### src/hdl/sram_geom_pkg.sv
// sram geometry package
// word, byte lane and address sizes shared by controller, banks and readback
package sram_geom_pkg;

   // data word and byte lanes
   localparam int DATA_W  = 32;
   localparam int WMASK_W = 4;

   // address sized for the deepest bank
   localparam int ADDR_W = 9;

   // two dual-port banks on the chip
   localparam int NUM_BANKS = 2;

   // bank 0 only decodes the low 8 address bits
   localparam int BANK0_DEPTH = 256;
   localparam int BANK1_DEPTH = 512;

endpackage

### src/hdl/sram_port_if.sv
// dual-port sram bank signals
// port 0 read/write with byte mask, port 1 read only
`timescale 1ns/1ps

interface sram_port_if
   import sram_geom_pkg::*;
();
   // port 0, chip select active low
   logic               csb0;
   logic               web0;
   logic [WMASK_W-1:0] wmask0;
   logic [ADDR_W-1:0]  addr0;
   logic [DATA_W-1:0]  din0;
   logic [DATA_W-1:0]  dout0;

   // port 1, read only
   logic               csb1;
   logic [ADDR_W-1:0]  addr1;
   logic [DATA_W-1:0]  dout1;

   modport ctrl (output csb0, web0, wmask0, addr0, din0, csb1, addr1);

   modport mem (input csb0, web0, wmask0, addr0, din0, csb1, addr1,
                output dout0, dout1);

   // capture side only sees read data
   modport mon (input dout0, dout1);

endinterface

### src/hdl/sram_readback.sv
// sram readback capture
// holds both port outputs of the selected bank after each operation
`timescale 1ns/1ps

module sram_readback
   import sram_geom_pkg::*;
(
   input  logic              clk,
   input  logic              resetn,
   input  logic              capture_i,
   input  logic              bank_i,
   sram_port_if.mon          bank0,
   sram_port_if.mon          bank1,
   output logic [DATA_W-1:0] rdata0_o,
   output logic [DATA_W-1:0] rdata1_o
);

   logic [DATA_W-1:0] sel_dout0;
   logic [DATA_W-1:0] sel_dout1;

   // pick the bank that ran the op
   assign sel_dout0 = bank_i ? bank1.dout0 : bank0.dout0;
   assign sel_dout1 = bank_i ? bank1.dout1 : bank0.dout1;

   // load on the capture strobe, hold otherwise
   always_ff @(posedge clk) begin
      if (!resetn) begin
         rdata0_o <= '0;
         rdata1_o <= '0;
      end else if (capture_i) begin
         rdata0_o <= sel_dout0;
         rdata1_o <= sel_dout1;
      end
   end

endmodule

### src/flat_wrapper.sv
// flat-port wrapper written by rule: the top's interface ports become plain ports
module sram_readback_flat import sram_geom_pkg::*;
  (clk, resetn, capture_i, bank_i, rdata0_o, rdata1_o, bank0_dout0, bank0_dout1, bank1_dout0, bank1_dout1);
  sram_port_if bank0_i ();
  sram_port_if bank1_i ();
  input  logic clk;
  input  logic resetn;
  input  logic capture_i;
  input  logic bank_i;
  output logic [DATA_W-1:0] rdata0_o;
  output logic [DATA_W-1:0] rdata1_o;
  input wire logic [$bits(bank0_i.dout0)-1:0] bank0_dout0;
  input wire logic [$bits(bank0_i.dout1)-1:0] bank0_dout1;
  input wire logic [$bits(bank1_i.dout0)-1:0] bank1_dout0;
  input wire logic [$bits(bank1_i.dout1)-1:0] bank1_dout1;
  assign bank0_i.dout0 = bank0_dout0;
  assign bank0_i.dout1 = bank0_dout1;
  assign bank1_i.dout0 = bank1_dout0;
  assign bank1_i.dout1 = bank1_dout1;
  sram_readback u_core (.clk(clk), .resetn(resetn), .capture_i(capture_i), .bank_i(bank_i), .bank0(bank0_i), .bank1(bank1_i), .rdata0_o(rdata0_o), .rdata1_o(rdata1_o));
endmodule
### config.mk
export PLATFORM = sky130hd
export DESIGN_NAME = sram_readback_flat
export DESIGN_NICKNAME = d
export VERILOG_FILES = /design/src/hdl/sram_geom_pkg.sv /design/src/hdl/sram_port_if.sv /design/src/hdl/sram_readback.sv /design/src/flat_wrapper.sv
export SDC_FILE = /design/constraint.sdc
export NUM_CORES = 1
export LEC_CHECK = 0
export BUFFER_PORTS_ARGS = -buffer_cell sky130_fd_sc_hd__buf_2
export CAP_MARGIN = 25
export CORE_MARGIN = 2
export CORE_UTILIZATION = 44
export DETAILED_ROUTE_END_ITERATION = 16
export GPL_TIMING_DRIVEN = 0
export PLACE_DENSITY = 0.85
export SYNTH_ARGS = -nofsm -noshare
export SYNTH_HDL_FRONTEND = slang
export SYNTH_SLANG_ARGS = --single-unit
### constraint.sdc
create_clock -name clk -period 1.72 [get_ports clk]
set_input_delay 0.086 -clock clk [delete_from_list [all_inputs] [get_ports clk]]
set_output_delay 0.086 -clock clk [all_outputs]
set_load 0.01 [all_outputs]
After elaboration in Yosys (flattened, before gate mapping)
Cells that the tools add are included.
{"block": "word_totals", "word_cells": 4, "inputBits": 132, "regBits": 64, "out_inout_bits": 64}
{"block": "op_classes", "n_mux": 2}
{"cell": "$mux 32", "count": 2}

Logic depth before layout (Yosys ltp)
{"block": "depth", "ltp_word": 1, "ltp_mapped": 4, "depth_no_buf": 2}

Worst setup path before layout
Ideal clock, no wire load.
{"block": "synth_timing", "path_kind": "input to register", "start": "in bank_i", "end": "reg u_core.rdata0_o[0]", "required_ns": 1.587, "setup_ns": 0.133, "n_path_buf": 2, "t_arrival_ns": 0.637, "path_slack_ns": 0.950, "path_stages": 4, "path_cell_list": "buf_6 > buf_8 > mux2i_1 > a21oi_1"}
{"block": "synth_via", "elab_chain_len": 1}
{"item": "start, declared", "line_no": "flat_wrapper.sv:9", "source": "input logic bank_i;"}
{"item": "$mux 32", "line_no": "sram_readback.sv:22", "source": "assign sel_dout0 = bank_i ? bank1.dout0 : bank0.dout0;"}
{"item": "end signal, assigned", "line_no": "sram_readback.sv:31", "source": "rdata0_o <= sel_dout0;"}
{"item": "end, declared", "line_no": "sram_readback.sv:14", "source": "output logic [DATA_W-1:0] rdata0_o,"}
No other way between the ends.
A chain may end at the register's enable or synchronous reset.

Final worst setup path
{"block": "layout_timing", "start": "reg u_core.rdata1_o[25]", "end": "out rdata1_o[25]"}
{"item": "start, declared", "line_no": "sram_readback.sv:15", "source": "output logic [DATA_W-1:0] rdata1_o"}
{"item": "start signal, assigned", "line_no": "sram_readback.sv:32", "source": "rdata1_o <= sel_dout1;"}
{"item": "end, declared", "line_no": "flat_wrapper.sv:11", "source": "output logic [DATA_W-1:0] rdata1_o;"}
No word-level cell between the ends.

==> run metrics <==
clock skew 0 ns; minimum clock period 0.877 ns; WHS Path Cells 3; PwrDens 929 nW/µm²; hpwl dp 6030 µm; FMAX around 1100 MHz; CP max-delay cell dfxtp_1; CP Capture Type output port; Yosys reg bits 64; Distinct cells, synth 9; Net Sw Power 898 µW; setup_tns 0 ns; Clk pwr share 38.8%; drt drc 0; Diodes inserted 0; first-pass GRT wire length 12700 µm; Final period util 51.0%; synth warn 0; leakage 2.12 nW; Synth area leaders dfxtp_1 (46%), mux2i_1 (23%), a21oi_1 (12%), o21ai_0 (12%), buf_8 (3.3%); cts hold-fix bufs 0; cell-internal power 2.86 mW; Combinational Power Share between 10% and 20%; max-cap viol count 0; nature of the critical path startpoint register; worst vdd rail ir drop 0.561 mV; initial antenna violation count 0; CTS root buf clkbuf_8; RSZ-0062 raised after global routing false; worst skew pair latency 0.31 ns; # nets final 619; Slew @ Worst Pin 0.445 ns; H-tree levels 3; # resized after CTS 0; type of the most critical hold path in -> reg; Switching Fraction about a quarter; most frequent cells in the layout buf_2 (200), mux2i_1 (64), o21ai_0 (64), a21oi_1 (64), dfxtp_1 (64); clock-pin slew on the worst setup and hold paths ~0.07 ns; status complete, no violations; syn_nets 416; CP delay by family, top flip-flops; Buf+Inv Stages, Crit Path 1; Inserted Clock Buffers 9; All-Layer GR Usage roughly 22%; Critical Path, Cell by Cell buf_2; commonest non-fill, non-tap cell in the layout buf_2; register-to-register setup slack 1.04 ns; CTS Buffer Depth 2; Die Area 6910 µm²; Routability Congestion 0.799; core area 5990 µm²; IO Count 196; Slew Limit Headroom between 70 and 80%; vias in the first global route between 2000 and 3000; Post-Syn Area 2760 µm²; slowest stage delay, CP 0.34 ns; HP Start bank0_dout0[26]; die height ~83 µm; clock sink total 64; die width ~83 µm; Layout Utilization between 60% and 70%; CTS tree yes; Fin. Hold Viols 0; layout cells sized above 1 between 40% and 50%; final slew viol count 0; drt pass-1 iters 4; crit path kind reg -> out; Avg Inst Size Synth 9.71 µm²; via/cell ratio between 5 and 6; Power Total 3.75 mW; RR Endpoint u_core.rdata1_o[15]$_SDFFE_PN0P_; initial core utilization 46.0%; Detail Route Antenna Nets 0; Mapped Cells approximately 280; most area-hungry cell type in the Yosys netlist dfxtp_1; drt first-iter violations 50; IO Port Bufs 192; wirelength, routed 7690 µm; total grt overflow 0; Yosys top cell area share 46.5%; critical path arrival between 0.7 and 0.8 ns; routed wire length per instance roughly 14 µm; FF-to-FF Start u_core.rdata1_o[15]$_SDFFE_PN0P_; postcts setup bufs 0; vias 2872; sequential share of power roughly 44%; Worst Path Max Fanout 2; Worst R2R Path Depth 2; largest net degree at the start of global routing 11; final setup fails 0; std cell rows 28; Hold EP u_core.rdata0_o[26]$_SDFFE_PN0P_; P&R area growth vs syn 46.7%; Critical Path RT 1.63 ns; Seq/Total Area, Yosys 46.5%
## sequential cells by signal, summed over array words and instances (netlist names)
register,flops
u_core.rdata0_o,32
u_core.rdata1_o,32
## through the flow
step,worst slack (ns),std cells,hold slack (ns),instance area (µm²)
3_5_place_dp,0.769,551,0.376,3810
2_1_floorplan,0.950,284,0.283,2760
4_1_cts,0.832,567,0.0530,4040
6_report,0.843,567,0.0624,4040
3_3_place_gp,0.803,551,0.375,3810
5_1_grt,0.796,567,0.0629,4040
## area by class of cell
class	count	area, µm²
buffer	28	194
clock buffer	14	173
clock inverter	2	60.1
fill	507	1950
multi-input combinational	192	1280
sequential	64	1280
tap	75	93.8
timing repair buffer	192	961
## worst max path at each step
stage	from	endpoint	slack, ns	cells past startpoint
after global routing	u_core.rdata0_o[30]$_SDFFE_PN0P_	rdata0_o[30]	0.80	1
after CTS	u_core.rdata1_o[25]$_SDFFE_PN0P_	rdata1_o[25]	0.83	1
final	u_core.rdata1_o[25]$_SDFFE_PN0P_	rdata1_o[25]	0.84	1
after global placement	capture_i	u_core.rdata0_o[2]$_SDFFE_PN0P_	0.80	3
after detailed placement	resetn	u_core.rdata0_o[21]$_SDFFE_PN0P_	0.77	4
after floorplan	bank_i	u_core.rdata0_o[0]$_SDFFE_PN0P_	0.95	4
## cell usage after synthesis
| cell type | instances |
|---|---|
| a21oi_1 | 64 |
| o21ai_0 | 64 |
| buf_4 | 1 |
| dfxtp_1 | 64 |
| buf_6 | 1 |
| buf_8 | 6 |
| buf_2 | 8 |
| clkbuf_1 | 12 |
| mux2i_1 | 64 |
## power groups by stage
stage	registers, mW	clock network [mW]	logic [mW]
detailed placement	1.67	0	0.656
global placement	1.67	0	0.640
CTS	1.64	1.49	0.659
floorplan	1.73	0	0.284
finish	1.64	1.46	0.653
global route	1.65	1.56	0.726
## cell families after synthesis
group / after synthesis / synth area share (%)
compound gates: 128 / 23.2
buf+inv: 28 / 7.04
flops: 64 / 46.5
mux: 64 / 23.2
## routing by layer
metal | track usage [%] | part of all wire, % | routed length [µm] | vias to the layer above
li1 | - | - | - | 1440
met1 | 25.2 | 41 | 3150 | 1300
met2 | 40.8 | 51 | 3920 | 126
met3 | 5.17 | 7.1 | 543 | 6
met4 | 6.26 | 0.94 | 72 | 0
met5 | 0 | 0 | 0 | -
Note: power is estimated with default switching activity, not from simulation.
