`src/hdl/sram_geom_pkg.sv`:
```
// sram geometry package
// word, byte lane and address sizes shared by controller, banks and readback
package sram_geom_pkg;

   // data word and byte lanes
   localparam int DATA_W  = 32;
   localparam int WMASK_W = 4;

   // address sized for the deepest bank
   localparam int ADDR_W = 9;

   // two dual-port banks on the chip
   localparam int NUM_BANKS = 2;

   // bank 0 only decodes the low 8 address bits
   localparam int BANK0_DEPTH = 256;
   localparam int BANK1_DEPTH = 512;

endpackage

```
`src/hdl/sram_regs_pkg.sv`:
```
// sram test chip register map
// apb offsets, bit fields, opcodes and sequencer states
package sram_regs_pkg;

   // apb register offsets
   localparam logic [7:0] REG_CTRL   = 8'h00;
   localparam logic [7:0] REG_ADDR   = 8'h04;
   localparam logic [7:0] REG_WDATA  = 8'h08;
   localparam logic [7:0] REG_WMASK  = 8'h0C;
   localparam logic [7:0] REG_STATUS = 8'h10;
   localparam logic [7:0] REG_RDATA0 = 8'h14;
   localparam logic [7:0] REG_RDATA1 = 8'h18;

   // ctrl fields, opcode 1:0 and bank 5:4
   localparam int CTRL_OP_LSB   = 0;
   localparam int CTRL_BANK_LSB = 4;

   // addr fields, port 0 in 8:0 and port 1 in 24:16
   localparam int ADDR0_LSB = 0;
   localparam int ADDR1_LSB = 16;

   // status bits
   localparam int STAT_BUSY_BIT = 0;
   localparam int STAT_DONE_BIT = 1;

   typedef enum logic [1:0] {
      OP_NOP   = 2'd0,
      OP_WRITE = 2'd1,
      OP_READ  = 2'd2
   } sram_op_e;

   typedef enum logic [1:0] {
      ST_IDLE    = 2'd0,
      ST_ISSUE   = 2'd1,
      ST_CAPTURE = 2'd2
   } ctrl_state_e;

endpackage

```
`src/hdl/sram_port_if.sv`:
```
// dual-port sram bank signals
// port 0 read/write with byte mask, port 1 read only
`timescale 1ns/1ps

interface sram_port_if
   import sram_geom_pkg::*;
();
   // port 0, chip select active low
   logic               csb0;
   logic               web0;
   logic [WMASK_W-1:0] wmask0;
   logic [ADDR_W-1:0]  addr0;
   logic [DATA_W-1:0]  din0;
   logic [DATA_W-1:0]  dout0;

   // port 1, read only
   logic               csb1;
   logic [ADDR_W-1:0]  addr1;
   logic [DATA_W-1:0]  dout1;

   modport ctrl (output csb0, web0, wmask0, addr0, din0, csb1, addr1);

   modport mem (input csb0, web0, wmask0, addr0, din0, csb1, addr1,
                output dout0, dout1);

   // capture side only sees read data
   modport mon (input dout0, dout1);

endinterface

```
`src/hdl/sram_tc_ctrl.sv`:
```
// sram test chip controller
// apb slave, config registers and the issue/capture sequencer for both banks
`timescale 1ns/1ps

module sram_tc_ctrl
   import sram_geom_pkg::*, sram_regs_pkg::*;
(
   input  logic              clk,
   input  logic              resetn,
   input  logic [7:0]        paddr_i,
   input  logic              psel_i,
   input  logic              penable_i,
   input  logic              pwrite_i,
   input  logic [DATA_W-1:0] pwdata_i,
   input  logic [DATA_W-1:0] rdata0_i,
   input  logic [DATA_W-1:0] rdata1_i,
   output logic [DATA_W-1:0] prdata_o,
   output logic              pready_o,
   output logic              pslverr_o,
   output logic              irq_o,
   output logic              capture_o,
   output logic              bank_o,
   sram_port_if.ctrl         bank0,
   sram_port_if.ctrl         bank1
);

   ctrl_state_e        state_q;
   sram_op_e           op_q;
   logic               bank_q;
   logic [ADDR_W-1:0]  addr0_q;
   logic [ADDR_W-1:0]  addr1_q;
   logic [DATA_W-1:0]  wdata_q;
   logic [WMASK_W-1:0] wmask_q;
   logic               done_q;
   logic               busy;
   logic               apb_acc;
   logic               mapped;
   logic               cfg_reg;
   logic               bad_ctrl;
   logic               err;
   logic               wr_ok;
   logic               ctrl_go;
   logic               status_rd;
   logic               issue;
   sram_op_e           wr_op;
   logic [1:0]         wr_bank;

   // no wait states
   assign pready_o = 1'b1;
   assign apb_acc  = psel_i & penable_i;
   assign busy     = (state_q != ST_IDLE);

   // ctrl fields of the incoming write
   assign wr_op   = sram_op_e'(pwdata_i[CTRL_OP_LSB +: 2]);
   assign wr_bank = pwdata_i[CTRL_BANK_LSB +: 2];

   // offset decode
   always_comb begin
      mapped  = 1'b1;
      cfg_reg = 1'b0;
      case (paddr_i)
         REG_CTRL, REG_ADDR, REG_WDATA, REG_WMASK: cfg_reg = 1'b1;
         REG_STATUS, REG_RDATA0, REG_RDATA1:       mapped = 1'b1;
         default:                                  mapped = 1'b0;
      endcase
   end

   // error rules, an erroring access changes nothing
   assign bad_ctrl  = (paddr_i == REG_CTRL) && ((wr_bank >= NUM_BANKS) || (wr_op == OP_NOP));
   assign err       = !mapped || (pwrite_i && ((cfg_reg && busy) || bad_ctrl));
   assign pslverr_o = apb_acc & err;

   assign wr_ok     = apb_acc & pwrite_i & ~err;
   assign ctrl_go   = wr_ok & (paddr_i == REG_CTRL);
   assign status_rd = apb_acc & ~pwrite_i & (paddr_i == REG_STATUS);

   // config registers
   always_ff @(posedge clk) begin
      if (!resetn) begin
         op_q    <= OP_NOP;
         bank_q  <= 1'b0;
         addr0_q <= '0;
         addr1_q <= '0;
         wdata_q <= '0;
         wmask_q <= '0;
      end else if (wr_ok) begin
         case (paddr_i)
            REG_CTRL: begin
               op_q   <= wr_op;
               bank_q <= wr_bank[0];
            end
            REG_ADDR: begin
               addr0_q <= pwdata_i[ADDR0_LSB +: ADDR_W];
               addr1_q <= pwdata_i[ADDR1_LSB +: ADDR_W];
            end
            REG_WDATA: wdata_q <= pwdata_i;
            REG_WMASK: wmask_q <= pwdata_i[WMASK_W-1:0];
            default:   ;
         endcase
      end
   end

   // sequencer, idle -> issue (cs low one cycle) -> capture -> idle
   always_ff @(posedge clk) begin
      if (!resetn) begin
         state_q <= ST_IDLE;
         done_q  <= 1'b0;
      end else begin
         case (state_q)
            ST_IDLE:    if (ctrl_go) state_q <= ST_ISSUE;
            ST_ISSUE:   state_q <= ST_CAPTURE;
            ST_CAPTURE: state_q <= ST_IDLE;
            default:    state_q <= ST_IDLE;
         endcase
         // status read clears done, a finishing op wins
         if (status_rd) done_q <= 1'b0;
         if (state_q == ST_CAPTURE) done_q <= 1'b1;
      end
   end

   assign issue     = (state_q == ST_ISSUE);
   assign capture_o = (state_q == ST_CAPTURE);
   assign bank_o    = bank_q;
   assign irq_o     = done_q;

   // only the chosen bank sees its selects, port 1 only on reads
   assign bank0.csb0   = ~(issue & ~bank_q);
   assign bank0.csb1   = ~(issue & ~bank_q & (op_q == OP_READ));
   assign bank0.web0   = (op_q != OP_WRITE);
   assign bank0.wmask0 = wmask_q;
   assign bank0.addr0  = addr0_q;
   assign bank0.din0   = wdata_q;
   assign bank0.addr1  = addr1_q;

   assign bank1.csb0   = ~(issue & bank_q);
   assign bank1.csb1   = ~(issue & bank_q & (op_q == OP_READ));
   assign bank1.web0   = (op_q != OP_WRITE);
   assign bank1.wmask0 = wmask_q;
   assign bank1.addr0  = addr0_q;
   assign bank1.din0   = wdata_q;
   assign bank1.addr1  = addr1_q;

   // read mux
   always_comb begin
      prdata_o = '0;
      case (paddr_i)
         REG_CTRL: begin
            prdata_o[CTRL_OP_LSB +: 2] = op_q;
            prdata_o[CTRL_BANK_LSB]    = bank_q;
         end
         REG_ADDR: begin
            prdata_o[ADDR0_LSB +: ADDR_W] = addr0_q;
            prdata_o[ADDR1_LSB +: ADDR_W] = addr1_q;
         end
         REG_WDATA:  prdata_o = wdata_q;
         REG_WMASK:  prdata_o[WMASK_W-1:0] = wmask_q;
         REG_STATUS: begin
            prdata_o[STAT_BUSY_BIT] = busy;
            prdata_o[STAT_DONE_BIT] = done_q;
         end
         REG_RDATA0: prdata_o = rdata0_i;
         REG_RDATA1: prdata_o = rdata1_i;
         default:    prdata_o = '0;
      endcase
   end

endmodule

```
`src/flat_wrapper.sv`:
```
// flat-port wrapper written by rule: the top's interface ports become plain ports
module sram_tc_ctrl_flat import sram_geom_pkg::*, sram_regs_pkg::*;
  (clk, resetn, paddr_i, psel_i, penable_i, pwrite_i, pwdata_i, rdata0_i, rdata1_i, prdata_o, pready_o, pslverr_o, irq_o, capture_o, bank_o, bank0_csb0, bank0_web0, bank0_wmask0, bank0_addr0, bank0_din0, bank0_csb1, bank0_addr1, bank1_csb0, bank1_web0, bank1_wmask0, bank1_addr0, bank1_din0, bank1_csb1, bank1_addr1);
  sram_port_if bank0_i ();
  sram_port_if bank1_i ();
  input  logic clk;
  input  logic resetn;
  input  logic [7:0] paddr_i;
  input  logic psel_i;
  input  logic penable_i;
  input  logic pwrite_i;
  input  logic [DATA_W-1:0] pwdata_i;
  input  logic [DATA_W-1:0] rdata0_i;
  input  logic [DATA_W-1:0] rdata1_i;
  output logic [DATA_W-1:0] prdata_o;
  output logic pready_o;
  output logic pslverr_o;
  output logic irq_o;
  output logic capture_o;
  output logic bank_o;
  output wire logic [$bits(bank0_i.csb0)-1:0] bank0_csb0;
  output wire logic [$bits(bank0_i.web0)-1:0] bank0_web0;
  output wire logic [$bits(bank0_i.wmask0)-1:0] bank0_wmask0;
  output wire logic [$bits(bank0_i.addr0)-1:0] bank0_addr0;
  output wire logic [$bits(bank0_i.din0)-1:0] bank0_din0;
  output wire logic [$bits(bank0_i.csb1)-1:0] bank0_csb1;
  output wire logic [$bits(bank0_i.addr1)-1:0] bank0_addr1;
  output wire logic [$bits(bank1_i.csb0)-1:0] bank1_csb0;
  output wire logic [$bits(bank1_i.web0)-1:0] bank1_web0;
  output wire logic [$bits(bank1_i.wmask0)-1:0] bank1_wmask0;
  output wire logic [$bits(bank1_i.addr0)-1:0] bank1_addr0;
  output wire logic [$bits(bank1_i.din0)-1:0] bank1_din0;
  output wire logic [$bits(bank1_i.csb1)-1:0] bank1_csb1;
  output wire logic [$bits(bank1_i.addr1)-1:0] bank1_addr1;
  assign bank0_csb0 = bank0_i.csb0;
  assign bank0_web0 = bank0_i.web0;
  assign bank0_wmask0 = bank0_i.wmask0;
  assign bank0_addr0 = bank0_i.addr0;
  assign bank0_din0 = bank0_i.din0;
  assign bank0_csb1 = bank0_i.csb1;
  assign bank0_addr1 = bank0_i.addr1;
  assign bank1_csb0 = bank1_i.csb0;
  assign bank1_web0 = bank1_i.web0;
  assign bank1_wmask0 = bank1_i.wmask0;
  assign bank1_addr0 = bank1_i.addr0;
  assign bank1_din0 = bank1_i.din0;
  assign bank1_csb1 = bank1_i.csb1;
  assign bank1_addr1 = bank1_i.addr1;
  sram_tc_ctrl u_core (.clk(clk), .resetn(resetn), .paddr_i(paddr_i), .psel_i(psel_i), .penable_i(penable_i), .pwrite_i(pwrite_i), .pwdata_i(pwdata_i), .rdata0_i(rdata0_i), .rdata1_i(rdata1_i), .prdata_o(prdata_o), .pready_o(pready_o), .pslverr_o(pslverr_o), .irq_o(irq_o), .capture_o(capture_o), .bank_o(bank_o), .bank0(bank0_i), .bank1(bank1_i));
endmodule
```
`config.mk`:
```
export PLATFORM = sky130hd
export DESIGN_NAME = sram_tc_ctrl_flat
export DESIGN_NICKNAME = d
export VERILOG_FILES = /design/src/hdl/sram_geom_pkg.sv /design/src/hdl/sram_regs_pkg.sv /design/src/hdl/sram_port_if.sv /design/src/hdl/sram_tc_ctrl.sv /design/src/flat_wrapper.sv
export SDC_FILE = /design/constraint.sdc
export NUM_CORES = 1
export LEC_CHECK = 0
export ABC_AREA = 1
export ABC_CLOCK_PERIOD_IN_PS = 1600
export BUFFER_PORTS_ARGS = -buffer_cell sky130_fd_sc_hd__buf_2
export CORE_ASPECT_RATIO = 0.8
export CORE_MARGIN = 2
export CORE_UTILIZATION = 38
export DETAILED_ROUTE_END_ITERATION = 8
export PLACE_DENSITY = 0.77
export SYNTH_ARGS = -nofsm -noshare
export SYNTH_HDL_FRONTEND = slang
export SYNTH_SLANG_ARGS = --single-unit
```
`constraint.sdc`:
```
create_clock -name clk -period 1.6 [get_ports clk]
set_input_delay 0.32 -clock clk [delete_from_list [all_inputs] [get_ports clk]]
set_output_delay 0.32 -clock clk [all_outputs]
set_load 0.05 [all_outputs]
```
Word-level counts from Yosys, hierarchy flattened
Cells that the tools add are included.
- $lt $le $gt $ge: 1
- bitwise logic cells: 18
- muxes and demuxes: 13
- reduce and logical (&&, ||, !) cells: 18
- equal/unequal tests: 11
- operator list (kind ; count):
    $pmux W7 S3 ; 2
    $pmux W9 S4 ; 1
    $eq A8 B5 Y1 const B ; 3
    $eq A8 B4 Y1 const B ; 2
    $pmux W4 S4 ; 1
    $pmux W2 S7 ; 1
    $and A1 B1 Y1 ; 11
    $pmux W2 S5 ; 1
    $eq A8 B3 Y1 const B ; 1
    $logic_not A8 Y1 ; 1
    $reduce_and A2 Y1 ; 4
    $not A1 Y1 ; 7
    $reduce_or A7 Y1 ; 1
    $pmux W1 S5 ; 1
    $eq A2 B2 Y1 const B ; 2
    $logic_not A2 Y1 ; 2
    $mux W1 ; 4
    $ne A2 B1 Y1 const B ; 2
    $pmux W2 S2 ; 1
    $reduce_bool A2 Y1 ; 2
    $reduce_or A4 Y1 ; 1
    $logic_and A1 B1 Y1 ; 3
    $logic_or A1 B1 Y1 ; 3
    $eq A2 B1 Y1 const B ; 1
    other kinds (3) ; 3
- logic and storage cells: 69
- register bits after elaboration: 60
- input port bits: 109

Logic depth before layout (Yosys ltp)
- depth after elaboration: 12
- mapped depth: 11
- depth with buffers taken out: 10

Least setup slack after synthesis
No wires, ideal clock.
- path type: register -> output
- start: register u_core.addr1_q[7] (netlist: u_core.bank0.addr1[7])
- end: output port prdata_o[23]
- path slack: -574 ps
- stages on the path, launching flop included: 3
- arrival time: 1854 ps
- path through: dfxtp_1 inv_1 o21ai_0
- word-level cells in the longest chain between the ends: 1
- ends and longest elaborated chain (item ; RTL line ; RTL):
    start, declared ; sram_tc_ctrl.sv:31 ; logic [ADDR_W-1:0] addr1_q;
    start signal, assigned ; sram_tc_ctrl.sv:94 ; addr1_q <= pwdata_i[ADDR1_LSB +: ADDR_W];
    $pmux W9 S4 ; sram_tc_ctrl.sv:146 ; case (paddr_i)
    end, declared ; flat_wrapper.sv:15 ; output logic [DATA_W-1:0] prdata_o;
Every way passes these cells.

Worst setup path in the final report
- start: input port paddr_i[3]
- end: output port prdata_o[12]
- word-level cells in the longest chain between the ends: 2
- elaborated cells on any way between the ends: 4
- classes of those cells: eq/ne: 3; mux: 1
- ends and longest elaborated chain (item ; RTL line ; RTL):
    start, declared ; flat_wrapper.sv:8 ; input logic [7:0] paddr_i;
    $eq A8 B5 Y1 or $eq A8 B4 Y1 (tied branches) ; sram_tc_ctrl.sv:146 ;
    $pmux W7 S3 * ; sram_tc_ctrl.sv:146 ;
Every way passes the cells marked *; elsewhere a longest branch is shown, timed or not.

==> out/results.txt <==
status: complete, but fails checks
failing checks: negative setup slack
Worst Skew: 0.00717 ns
fin crit share: 120%
largest net degree at the start of global routing: 29
Layout Nets: 976
share of layout cells above drive strength 1: 51.6%
area delta synth->final: 73.9%
final setup fails: 45
Cell Area, Synth: 3820 sq um
CP startpoint kind: input port
Post-DP Area: 5310 sq um
CP max stage cell: buf_4
Register-to-Register Setup Slack: 0.02 ns
Top-Level Pins: 260
Skew-Pair Late Insertion Delay: 0.33 ns
post-route cell area: 6640 sq um
CTS Hold Bufs: 0
Gate Count Post-Synth: 621
critical path's most frequent cell: buf_12
P_leak: 3.71 nW
setup ws final: -0.313 ns
Iter 0 DRT Violations: 236
reg-to-reg endpoint: u_core.bank0.addr0[8]$_SDFFE_PN0P_
root buffer cell: clkbuf_16
HP Class: input port to register
fin cells: 1,008
vias per cell: 4.78
Worst setup EP type: output port
Max Cap Viol: 0
Die X: 116 um
final worst path period need: 1.91 ns
placed cells: 971
FP Rows: 32
hold endpoint: u_core.bank0.din0[30]$_SDFFE_PN0P_
CTS clk-pin slew, worst paths: 0.06 ns
initial antenna violation count: 0
Synth Area in XOR/XNOR: 0%
Syn. warnings: 0
vias: 4,815
WL final: 15,600 um
max-slew violation count: 0
DP HPWL: 10,000 um
Final Hold Viols: 0
Post-Synth Simple-Gate Area: 37.6%
Worst Min Path Start: pwdata_i[30]
mux cell area share after synthesis: 0%
Pre-Repair DR Iteration Count: 5
sequential share of the synthesized area: 31.5%
required time of the critical path: 1.28 ns
Post-Syn Nets: 730
CTS tree: done
DIE AREA: 10,900 sq um
worst IR drop on VDD: 0.397 mV
RSZ-0062 raised after global routing: yes
largest family of logic cells by synthesized area: simple AND/OR/NAND/NOR gates
Min-Delay Path Depth: 3
crit path DAT: 1.59 ns
core area: 9690 sq um
Initial Util: 39.4%
# diodes: 0
number of port buffers: 258
post-synth cell types: 29
vias in the first global route: 4,364
Max FO, Critical Path: 5
CTS buffer count: 9
gr usage total: 26.1%
kind of critical path: input port to output port
wire per inst: 15.5 um
Placement Setup Slack: -0.400 ns
maximum root-to-sink buffer count: 2
maximum clock rate: 523 MHz
ordered list of cells on the worst path: buf_8 > inv_4 > nand2_4 > nor2_4 > nand2_4 > clkinv_8 > buf_12 > buf_12 > buf_12 > nand2_2 > o211ai_1 > buf_4
first-pass GRT wire length: 21,800 um
Finished Core Util: 68.5%
Setup TNS Final: -7.75 ns
DRC: 0
Routability Congestion: 0.905
Synth Area in Compound Gates: 9.05%
Synth Register Bits: 60
Worst Setup SP: paddr_i[3]
adder-cell share of the synthesized area: 0%
# fillers: 810
Routed Antenna Nets: 0
H-tree levels: 3
R2R cell count: 12
CP max stage delay: 0.22 ns
Die H: 93.6 um
Overflow after GRT: 0
reg2reg start: u_core.state_q[1]$_SDFFE_PN0P_
Sink Count: 60
Syn Area/Cell: 6.15 sq um
PD cells: 550 nW/um^2
routing by layer:
layer | share of wire [%] | global-route usage (%) | vias to the layer above | routed length, um
met3 | 6.5 | 5.83 | 30 | 1020
met4 | 1.9 | 10.1 | 0 | 292
met1 | 40 | 30.4 | 2217 | 6260
met2 | 52 | 46.6 | 233 | 8060
met5 | 0 | 0 | - | 0
li1 | - | - | 2335 | -
cells in the mapped netlist:
| cell | instances | area [sq um] |
|---|---|---|
| buf_4 | 58 | 435 |
| clkbuf_1 | 11 | 41.3 |
| o22ai_1 | 2 | 12.5 |
| o41ai_1 | 1 | 8.76 |
| o211ai_1 | 16 | 120 |
| nor2_4 | 2 | 22.5 |
| dfxtp_1 | 60 | 1200 |
| nor3_1 | 2 | 10.0 |
| inv_1 | 71 | 267 |
| nand3_1 | 3 | 15.0 |
| nand4_1 | 4 | 25.0 |
| a21oi_1 | 6 | 30.0 |
| o2111ai_1 | 13 | 114 |
| nand2_1 | 209 | 785 |
| o21ai_0 | 6 | 30.0 |
| nand2_2 | 4 | 25.0 |
| buf_1 | 3 | 11.3 |
| buf_2 | 4 | 20.0 |
| nor2_2 | 6 | 37.5 |
| clkinv_2 | 1 | 5.00 |
| inv_2 | 5 | 18.8 |
| nand4_4 | 2 | 42.5 |
| a221oi_1 | 2 | 17.5 |
| nor2_1 | 123 | 462 |
| buf_6 | 3 | 33.8 |
| o21ai_1 | 1 | 5.00 |
| conb_1 | 1 | 3.75 |
| nand3_2 | 1 | 10.0 |
| o21bai_1 | 1 | 7.51 |
critical path: cells and delay by family:
family / cells / cell delay (ns)
and+or+nand+nor: 4 / 0.39
AOI/OAI and AO/OA: 1 / 0.07
buffers and inverters: 7 / 0.79
layout by cell type (no fill, tap or decap), types with 2 or more instances in the layout:
master,n
buf_6,26
clkinv_8,3
inv_2,4
o2111ai_2,6
buf_2,216
buf_8,8
o211ai_1,16
nor3_1,2
nand2_4,19
clkinvlp_4,4
nand2_2,37
o21ai_2,3
buf_4,42
dfxtp_2,2
clkbuf_16,12
clkinv_2,2
nor2_4,10
a21oi_1,2
nand4_4,2
nand3_2,2
inv_4,6
nor2_2,6
buf_12,17
a221oi_4,2
dfxtp_1,58
a21oi_2,3
inv_1,61
nand2_1,156
nand3_4,2
nor2_1,115
o21ai_1,4
o2111ai_4,7
nand4_1,4
power by group:
group | total [mW] | switching (mW) | internal (mW)
clock network | 1.78 | 0.699 | 1.08
registers | 1.49 | 0.0000382 | 1.49
logic | 0.375 | 0.200 | 0.176
total | 3.65 | 0.898 | 2.75
stage by stage:
stage               total power [mW]  hold WS (ns)
finish                          3.65         0.218
detailed placement              1.81         0.444
floorplan                       1.62         0.423
global placement                1.81         0.439
global route                    3.78         0.225
CTS                             3.64         0.208
state kept, by name, indices dropped and copies added (netlist names):
name and flops:
u_core.op_q 2, u_core.bank0.addr1 9, u_core.irq_o 1, u_core.bank_o 1, u_core.bank0.addr0 9, u_core.bank0.din0 32, u_core.state_q 2, u_core.bank0.wmask0 4
final cells by class:
cell class | count | area (sq um) | share of cell area, %
multi-input combinational | 405 | 2360 | 35.5
timing repair buffer | 314 | 2260 | 34.0
tap | 136 | 170 | 2.56
inverter | 77 | 367 | 5.52
clock buffer | 10 | 239 | 3.60
clock inverter | 6 | 40.0 | 0.603
sequential | 60 | 1200 | 18.1
cells by family (layout without fill, tap and decap cells):
family,after synthesis,count (layout)
AOI/OAI and AO/OA,48,48
DFF,60,60
other,1,1
buffers and inverters,156,407
and+or+nand+nor,356,356
worst max path at each step:
stage	end	slack (ns)
5_1_grt	prdata_o[3]	-0.34
6_report	prdata_o[12]	-0.31
2_1_floorplan	prdata_o[18]	-0.32
3_5_place_dp	prdata_o[1]	-0.40
4_1_cts	prdata_o[1]	-0.26
3_3_place_gp	prdata_o[3]	-0.36
repair_timing:
item                                    CTS  global route
cloned                                    5             3
gates resized for setup                 152            77
endpoints found under the setup margin   34            89
pin swaps                                24            16
hold endpoints to repair                  0             0
buffers inserted                         11            10
(Power assumes the default switching activity.)
